$ cat config.mk
export PLATFORM = sky130hd
export DESIGN_NAME = retire_monitor
export DESIGN_NICKNAME = d
export VERILOG_FILES = /design/src/retire_pkg.sv /design/src/commit_classifier.sv /design/src/pc_queue.sv /design/src/pc_arbiter.sv /design/src/retire_monitor.sv
export SDC_FILE = /design/constraint.sdc
export NUM_CORES = 1
export LEC_CHECK = 0
export BUFFER_PORTS_ARGS = -buffer_cell sky130_fd_sc_hd__buf_4
export CORE_ASPECT_RATIO = 1.4
export CORE_MARGIN = 2
export CORE_UTILIZATION = 30
export CTS_CLUSTER_DIAMETER = 80
export DETAILED_ROUTE_END_ITERATION = 8
export PLACE_DENSITY = 0.5
export SYNTH_ARGS = -nofsm -noshare
export SYNTH_HDL_FRONTEND = slang
export SYNTH_SLANG_ARGS = --single-unit
export TNS_END_PERCENT = 10
$ cat constraint.sdc
create_clock -name clk_i -period 5.7 [get_ports clk_i]
set_input_delay 0 -clock clk_i [delete_from_list [all_inputs] [get_ports clk_i]]
set_output_delay 0 -clock clk_i [all_outputs]
set_load 0.05 [all_outputs]
$ cat src/retire_pkg.sv
// sized for two commit ports and 16-entry PC queues; PcQueueDepth must stay a power of two
package retire_pkg;

  // ----------------------------------------
  // sizes
  // ----------------------------------------
  localparam int unsigned NrCommitPorts = 2;
  localparam int unsigned PcQueueDepth  = 16;
  localparam int unsigned Vlen          = 32;
  localparam int unsigned Xlen          = 32;
  // queue pointer width, wraps naturally at the depth
  localparam int unsigned PtrWidth      = $clog2(PcQueueDepth);

  // ----------------------------------------
  // vector types
  // ----------------------------------------
  typedef logic [Vlen-1:0] vaddr_t;
  typedef logic [31:0]     insn_t;
  // top bit set means interrupt
  typedef logic [Xlen-1:0] cause_t;
  typedef logic [31:0]     cycle_t;
  typedef logic            port_idx_t;
  // holds 0 .. PcQueueDepth
  typedef logic [4:0]      queue_cnt_t;

  // privilege level, encoding 2 is reserved
  typedef enum logic [1:0] {
    PrivLvlU = 2'd0,
    PrivLvlS = 2'd1,
    PrivLvlM = 2'd3
  } priv_lvl_e;

  // ----------------------------------------
  // commit side records
  // ----------------------------------------

  // what one commit port offers
  typedef struct packed {
    vaddr_t pc;
    insn_t  insn;
    logic   ex_valid;
    cause_t cause;
  } commit_entry_t;

  // one registered trace record
  typedef struct packed {
    logic      valid;
    logic      exception;
    logic      interrupt;
    vaddr_t    iaddr;
    insn_t     insn;
    priv_lvl_e priv;
    cause_t    cause;
    cycle_t    stamp;
  } trace_port_t;

endpackage

$ cat src/commit_classifier.sv
// trace records lag the commit by exactly one cycle; the stamp counter wraps at 32 bits
module commit_classifier (
  input  logic                                                   clk_i,
  input  logic                                                   rst_ni,
  input  retire_pkg::commit_entry_t [retire_pkg::NrCommitPorts-1:0] commit_i,
  input  logic [retire_pkg::NrCommitPorts-1:0]                   commit_ack_i,
  input  retire_pkg::priv_lvl_e                                  priv_lvl_i,
  output retire_pkg::trace_port_t   [retire_pkg::NrCommitPorts-1:0] trace_o
);

  import retire_pkg::*;

  // edges seen since reset release, before the current one
  cycle_t stamp_q;

  trace_port_t [NrCommitPorts-1:0] trace_d;
  trace_port_t [NrCommitPorts-1:0] trace_q;

  // ----------------------------------------
  // cycle stamp
  // ----------------------------------------
  always_ff @(posedge clk_i or negedge rst_ni) begin
    if (!rst_ni) begin
      stamp_q <= '0;
    end else begin
      stamp_q <= stamp_q + cycle_t'(1);
    end
  end

  // ----------------------------------------
  // classification
  // ----------------------------------------
  always_comb begin
    for (int unsigned i = 0; i < NrCommitPorts; i++) begin
      // flags are mutually exclusive
      trace_d[i].valid     = commit_ack_i[i] & ~commit_i[i].ex_valid;
      trace_d[i].exception = commit_ack_i[i] & commit_i[i].ex_valid &
                             ~commit_i[i].cause[Xlen-1];
      trace_d[i].interrupt = commit_ack_i[i] & commit_i[i].ex_valid &
                             commit_i[i].cause[Xlen-1];
      // payload follows the port regardless of the flags
      trace_d[i].iaddr     = commit_i[i].pc;
      trace_d[i].insn      = commit_i[i].insn;
      trace_d[i].priv      = priv_lvl_i;
      trace_d[i].cause     = commit_i[i].cause;
      trace_d[i].stamp     = stamp_q;
    end
  end

  // ----------------------------------------
  // record registers
  // ----------------------------------------
  always_ff @(posedge clk_i or negedge rst_ni) begin
    if (!rst_ni) begin
      trace_q <= '0;
    end else begin
      trace_q <= trace_d;
    end
  end

  assign trace_o = trace_q;

endmodule

$ cat src/pc_queue.sv
// head is read combinationally; a push into a full queue without a pop is dropped
module pc_queue (
  input  logic               clk_i,
  input  logic               rst_ni,
  input  logic               push_i,
  input  retire_pkg::vaddr_t pc_i,
  input  logic               pop_i,
  output logic               empty_o,
  output retire_pkg::vaddr_t head_o,
  output logic               lost_o
);

  import retire_pkg::*;

  // storage, written only on an accepted push
  vaddr_t mem_q [PcQueueDepth];

  logic [PtrWidth-1:0] rd_ptr_q;
  logic [PtrWidth-1:0] wr_ptr_q;
  queue_cnt_t          cnt_q;
  logic                lost_q;

  logic full;
  logic push_ok;
  logic pop_ok;

  assign full    = (cnt_q == queue_cnt_t'(PcQueueDepth));
  assign empty_o = (cnt_q == '0);

  // a pop in the same cycle frees the slot for the push
  assign push_ok = push_i & (~full | pop_i);
  assign pop_ok  = pop_i & ~empty_o;

  // ----------------------------------------
  // pointers and occupancy
  // ----------------------------------------
  always_ff @(posedge clk_i or negedge rst_ni) begin
    if (!rst_ni) begin
      rd_ptr_q <= '0;
      wr_ptr_q <= '0;
      cnt_q    <= '0;
    end else begin
      if (push_ok) begin
        wr_ptr_q <= wr_ptr_q + 1'b1;
      end
      if (pop_ok) begin
        rd_ptr_q <= rd_ptr_q + 1'b1;
      end
      case ({push_ok, pop_ok})
        2'b10:   cnt_q <= cnt_q + queue_cnt_t'(1);
        2'b01:   cnt_q <= cnt_q - queue_cnt_t'(1);
        default: cnt_q <= cnt_q;
      endcase
    end
  end

  always_ff @(posedge clk_i) begin
    if (push_ok) begin
      mem_q[wr_ptr_q] <= pc_i;
    end
  end

  assign head_o = mem_q[rd_ptr_q];

  // ----------------------------------------
  // loss flag
  // ----------------------------------------

  // sticky until the next reset
  always_ff @(posedge clk_i or negedge rst_ni) begin
    if (!rst_ni) begin
      lost_q <= 1'b0;
    end else if (push_i && !push_ok) begin
      lost_q <= 1'b1;
    end
  end

  assign lost_o = lost_q;

endmodule

$ cat src/pc_arbiter.sv
// grants every cycle a queue is non-empty; the consumer never stalls
module pc_arbiter (
  input  logic                                              clk_i,
  input  logic                                              rst_ni,
  input  logic [retire_pkg::NrCommitPorts-1:0]              empty_i,
  input  retire_pkg::vaddr_t [retire_pkg::NrCommitPorts-1:0] head_i,
  output logic [retire_pkg::NrCommitPorts-1:0]              pop_o,
  output logic                                              pc_valid_o,
  output retire_pkg::vaddr_t                                pc_o,
  output retire_pkg::port_idx_t                             pc_port_o
);

  import retire_pkg::*;

  // port granted most recently
  port_idx_t last_q;
  port_idx_t gnt_idx;
  port_idx_t cand;
  logic      found;

  assign pc_valid_o = ~&empty_i;

  // ----------------------------------------
  // round-robin search
  // ----------------------------------------

  // start one past the last grant and take the first non-empty port
  always_comb begin
    gnt_idx = last_q;
    found   = 1'b0;
    cand    = last_q;
    for (int unsigned k = 1; k <= NrCommitPorts; k++) begin
      cand = port_idx_t'((int'(last_q) + k) % NrCommitPorts);
      if (!found && !empty_i[cand]) begin
        gnt_idx = cand;
        found   = 1'b1;
      end
    end
  end

  always_comb begin
    pop_o          = '0;
    pop_o[gnt_idx] = pc_valid_o;
  end

  assign pc_o      = head_i[gnt_idx];
  assign pc_port_o = gnt_idx;

  // ----------------------------------------
  // grant history
  // ----------------------------------------

  // reset to the last port so port 0 wins first
  always_ff @(posedge clk_i or negedge rst_ni) begin
    if (!rst_ni) begin
      last_q <= port_idx_t'(NrCommitPorts - 1);
    end else if (pc_valid_o) begin
      last_q <= gnt_idx;
    end
  end

endmodule

$ cat src/retire_monitor.sv
// observes commit ports only; the PC stream has no back-pressure and must be consumed each cycle
module retire_monitor (
  input  logic                                                   clk_i,
  input  logic                                                   rst_ni,
  input  retire_pkg::commit_entry_t [retire_pkg::NrCommitPorts-1:0] commit_i,
  input  logic [retire_pkg::NrCommitPorts-1:0]                   commit_ack_i,
  input  retire_pkg::priv_lvl_e                                  priv_lvl_i,
  output retire_pkg::trace_port_t   [retire_pkg::NrCommitPorts-1:0] trace_o,
  output logic                                                   pc_valid_o,
  output retire_pkg::vaddr_t                                     pc_o,
  output retire_pkg::port_idx_t                                  pc_port_o,
  output logic                                                   pc_lost_o
);

  import retire_pkg::*;

  logic   [NrCommitPorts-1:0] pc_push;
  logic   [NrCommitPorts-1:0] pc_pop;
  logic   [NrCommitPorts-1:0] pc_empty;
  logic   [NrCommitPorts-1:0] pc_lost;
  vaddr_t [NrCommitPorts-1:0] pc_head;

  // ----------------------------------------
  // trace records
  // ----------------------------------------
  commit_classifier u_commit_classifier (
    .clk_i        ( clk_i        ),
    .rst_ni       ( rst_ni       ),
    .commit_i     ( commit_i     ),
    .commit_ack_i ( commit_ack_i ),
    .priv_lvl_i   ( priv_lvl_i   ),
    .trace_o      ( trace_o      )
  );

  // ----------------------------------------
  // per-port PC queues
  // ----------------------------------------
  for (genvar i = 0; i < NrCommitPorts; i++) begin : gen_pc_queue
    // only clean retirements, traps stay off the stream
    assign pc_push[i] = commit_ack_i[i] & ~commit_i[i].ex_valid;

    pc_queue u_pc_queue (
      .clk_i   ( clk_i          ),
      .rst_ni  ( rst_ni         ),
      .push_i  ( pc_push[i]     ),
      .pc_i    ( commit_i[i].pc ),
      .pop_i   ( pc_pop[i]      ),
      .empty_o ( pc_empty[i]    ),
      .head_o  ( pc_head[i]     ),
      .lost_o  ( pc_lost[i]     )
    );
  end

  // any queue overflowing counts
  assign pc_lost_o = |pc_lost;

  // ----------------------------------------
  // drain onto one stream
  // ----------------------------------------
  pc_arbiter u_pc_arbiter (
    .clk_i      ( clk_i      ),
    .rst_ni     ( rst_ni     ),
    .empty_i    ( pc_empty   ),
    .head_i     ( pc_head    ),
    .pop_o      ( pc_pop     ),
    .pc_valid_o ( pc_valid_o ),
    .pc_o       ( pc_o       ),
    .pc_port_o  ( pc_port_o  )
  );

endmodule

==> metrics <==
outcome completed; cells after synthesis around 2200; final setup TNS 0 ns; die width 341 um; Net Count, Synth about 2400; vias around 25000; DP Cell Count 4724; number of remaining DRC errors 0; grt met2 use approximately 27%; Die ar. around 160000 um2; largest family of logic cells by synthesized area multiplexers; PwrDens roughly 460 nW/um2; number of synthesized flops with an enable pin ~1000; Slew headroom 25.7%; Critical Path AT ~4.1 ns; Rows between 150 and 200; Area Growth Syn to Fin 31.1%; Initial Utilization slightly above 30%; HPWL after DPL roughly 70 mm; Final Hold Fails 0; GRT Max-Usage Layer met2; post-synth top area share 64.4%; Synth Area in Compound Gates around 2.9%; Max Transition Viols Final 0; Final Setup Violations 0; Switching Share approximately 33%; Mean Syn Cell Area approximately 22 um2; TritonRoute pass-1 iters 5; worst hold path endpoint u_commit_classifier.trace_o[127]; Post-synth ARST share roughly 22%; CTS buffer count between 100 and 150; CP Cell Sequence buf_4, mux4_2, a221oi_1, buf_4, o21ai_0, buf_4; Vias per Instance between 4 and 5; global-route wire length before repair approximately 180 mm; clock period minus worst slack about 4 ns; Setup crit start kind register; pin count of the biggest net entering global routing 167; Area contributors post-synth edfxtp_1 (64%), dfrtp_1 (15%), mux4_2 (12%); total congestion overflow 0; Yosys Warn Count 0; Hold Crit Class in2reg; top_reg_cell synth edfxtp_1; max incr delay on CP 0.93 ns; worst-margin pin slew about 1.1 ns; WS Path Type reg2out; postcts setup bufs 0; worst-path fanout max 35; final period utilization between 70 and 80%; number of global-route vias before repair 27800; # clock sinks ~1300; clock-pin slew on the worst setup and hold paths roughly 0.06 ns; Design Area, Final about 63000 um2; Lkg Pwr 0.0223 uW; mapped cell area roughly 48000 um2; P_sw approximately 9500 uW; peak supply drop between 300 and 400 uV; GRT Overall Usage between 15 and 20%; most frequent cells after synthesis edfxtp_1 (1024), dfrtp_1 (292), mux4_2 (256); adder-cell share of the synthesized area less than 1%; core footprint about 160000 um2; post-route ant nets 0; Yosys top cell by area edfxtp_1; CTS resizes 0; Seq pwr share approximately two fifths; buffers added on ports 500; most common cell in the netlist edfxtp_1; Crit path top cell by count buf_4; Hold Path Cell Cnt 2; final net count approximately 3400; antenna violations before repair 4; Clk pwr share between 30% and 40%; Max-Cap Viols 0; Wirelength per Cell 23.3 um; min-delay src commit_i[94]; RSZ-0062 raised after global routing false; dpl cell area around 54000 um2; GPL Wtd Cong about 0.74; R2R Setup Slk around 2.1 ns; Max Clock Skew between 0.02 and 0.025 ns; Worst-Skew Late Latency around 0.76 ns; final cell count without fillers about 5400; Power Internal 19300 uW; Layout fillers about 14000; Post-Synth Simple-Gate Area ~2.0%; clock root cell clkbuf_16; TritonCTS clock tree done; Comb pwr share a little under 30%; wirelength, routed 125 mm; met3 GRT Util 2.80%; fmax 246 MHz; Critical R2R Capture gen_pc_queue[1].u_pc_queue.mem_q[3][14]; proportion of layout cells with a drive suffix above 1 between 30 and 40%; Post-Synth XOR/XNOR Area less than 1%; # H-tree levels 4; sequential area share after synthesis 79.7%; multiplexer share of the synthesized area between 10% and 20%; Hold WS about 0.099 ns; Core Util, Final between 30% and 40%; Synth Register Bits around 1300; slowest CP cell dfrtp_4; Die Y between 400 and 500 um; io pins 501; met1 usage about a fifth; FF-to-FF Start gen_pc_queue[0].u_pc_queue.cnt_q[1]; FF-to-FF path depth 6; WP data required around 5.7 ns; synth unique cells 49; Worst setup EP type output pin; Clock Tree Buf Depth 3; initial drt markers between 1500 and 2000
## power by group through the flow
stage          Clock, uW  Combinational (uW)  Sequential (uW)
6_report            8810                8410            11500
5_1_grt             9440                8980            11600
3_3_place_gp           0                8240            11700
3_5_place_dp           0                8340            11700
2_1_floorplan          0                5450            11500
4_1_cts             9090                8570            11500
## critical path, delay by kind of cell, from the launching register on
kind	cells	cell delay, ns
DFF	1	0.93
muxes	1	0.54
buffers and inverters	3	0.94
AOI/OAI and AO/OA	2	0.85
## layout make-up
cell class | count | area (um2) | share of cell area, %
Antenna cell | 2 | 5.00 | 0.00799
Clock buffer | 172 | 3660 | 5.85
Clock inverter | 75 | 751 | 1.20
Inverter | 12 | 45.0 | 0.0719
Multi-Input combinational cell | 729 | 9100 | 14.5
Sequential cell | 1317 | 38100 | 60.8
Tap cell | 2100 | 2630 | 4.19
Timing Repair Buffer | 967 | 8360 | 13.3
## stage by stage
| stage | power, uW | worst slack, ns |
|---|---|---|
| detailed placement | 20100 | 2.06 |
| CTS | 29200 | 1.39 |
| global placement | 19900 | 2.21 |
| finish | 28700 | 1.64 |
| floorplan | 17000 | 1.44 |
| global route | 30000 | 1.27 |
## what timing repair did
item / in CTS / in global routing
endpoints found under the hold margin: 1309 / 0
hold buffers: 401 / 0
setup endpoints to repair: 0 / 0
## metal layers
layer	wire length [um]	up-vias
met5	14	-
met1	50200	13400
met4	3080	2
met3	6310	187
met2	65600	754
li1	-	10800
## how the worst max path moves through the flow
stage | slack, ns | to | cells after the start | start
floorplan | 1.44 | gen_pc_queue[0].u_pc_queue.mem_q[3][0] | 7 | gen_pc_queue[1].u_pc_queue.cnt_q[2]
global placement | 2.21 | gen_pc_queue[0].u_pc_queue.mem_q[8][25] | 6 | gen_pc_queue[1].u_pc_queue.cnt_q[2]
detailed placement | 2.06 | gen_pc_queue[1].u_pc_queue.mem_q[3][12] | 6 | gen_pc_queue[0].u_pc_queue.cnt_q[2]
CTS | 1.39 | pc_o[11] | 5 | gen_pc_queue[1].u_pc_queue.rd_ptr_q[0]
global route | 1.27 | pc_o[11] | 5 | gen_pc_queue[1].u_pc_queue.rd_ptr_q[0]
finish | 1.64 | pc_o[26] | 6 | gen_pc_queue[0].u_pc_queue.rd_ptr_q[0]
## cell usage in the layout (no fill, tap or decap), drive strengths merged, types with 3 or more instances in the layout
cell,count
bufinv,9
clkbuf,172
dfrtp,292
and3,10
clkinvlp,4
xor2,17
xnor2,37
clkinv,52
nand2b,5
nor2b,8
dlygate4sd3,400
mux4,256
ha,18
nand3,14
nor2,47
a31oi,7
nor4,4
nand2,94
edfxtp,1024
o21a,3
a221oi,26
nor3,9
a21oi,8
buf,567
a22o,27
o21ai,33
and4,3
a22oi,77
nand4,7
mux2,3
inv,22
## kinds of logic after synthesis
family                     after synthesis
xor gates and xnor gates                54
DFF                                   1317
adders and majority gates               18
and+or+nand+nor                        207
AOI/OAI and AO/OA                      191
muxes                                  259
buffers and inverters                  156
## sequential cells by signal, summed over array words and instances (netlist names)
| signal | cells |
|---|---|
| gen_pc_queue.u_pc_queue.cnt_q | 10 |
| gen_pc_queue.u_pc_queue.rd_ptr_q | 8 |
| u_commit_classifier.trace_o | 232 |
| gen_pc_queue.u_pc_queue.lost_o | 2 |
| u_commit_classifier.stamp_q | 32 |
| gen_pc_queue.u_pc_queue.mem_q | 1024 |
| u_pc_arbiter.last_q | 1 |
| gen_pc_queue.u_pc_queue.wr_ptr_q | 8 |
Power figures use the tool's default switching activity.
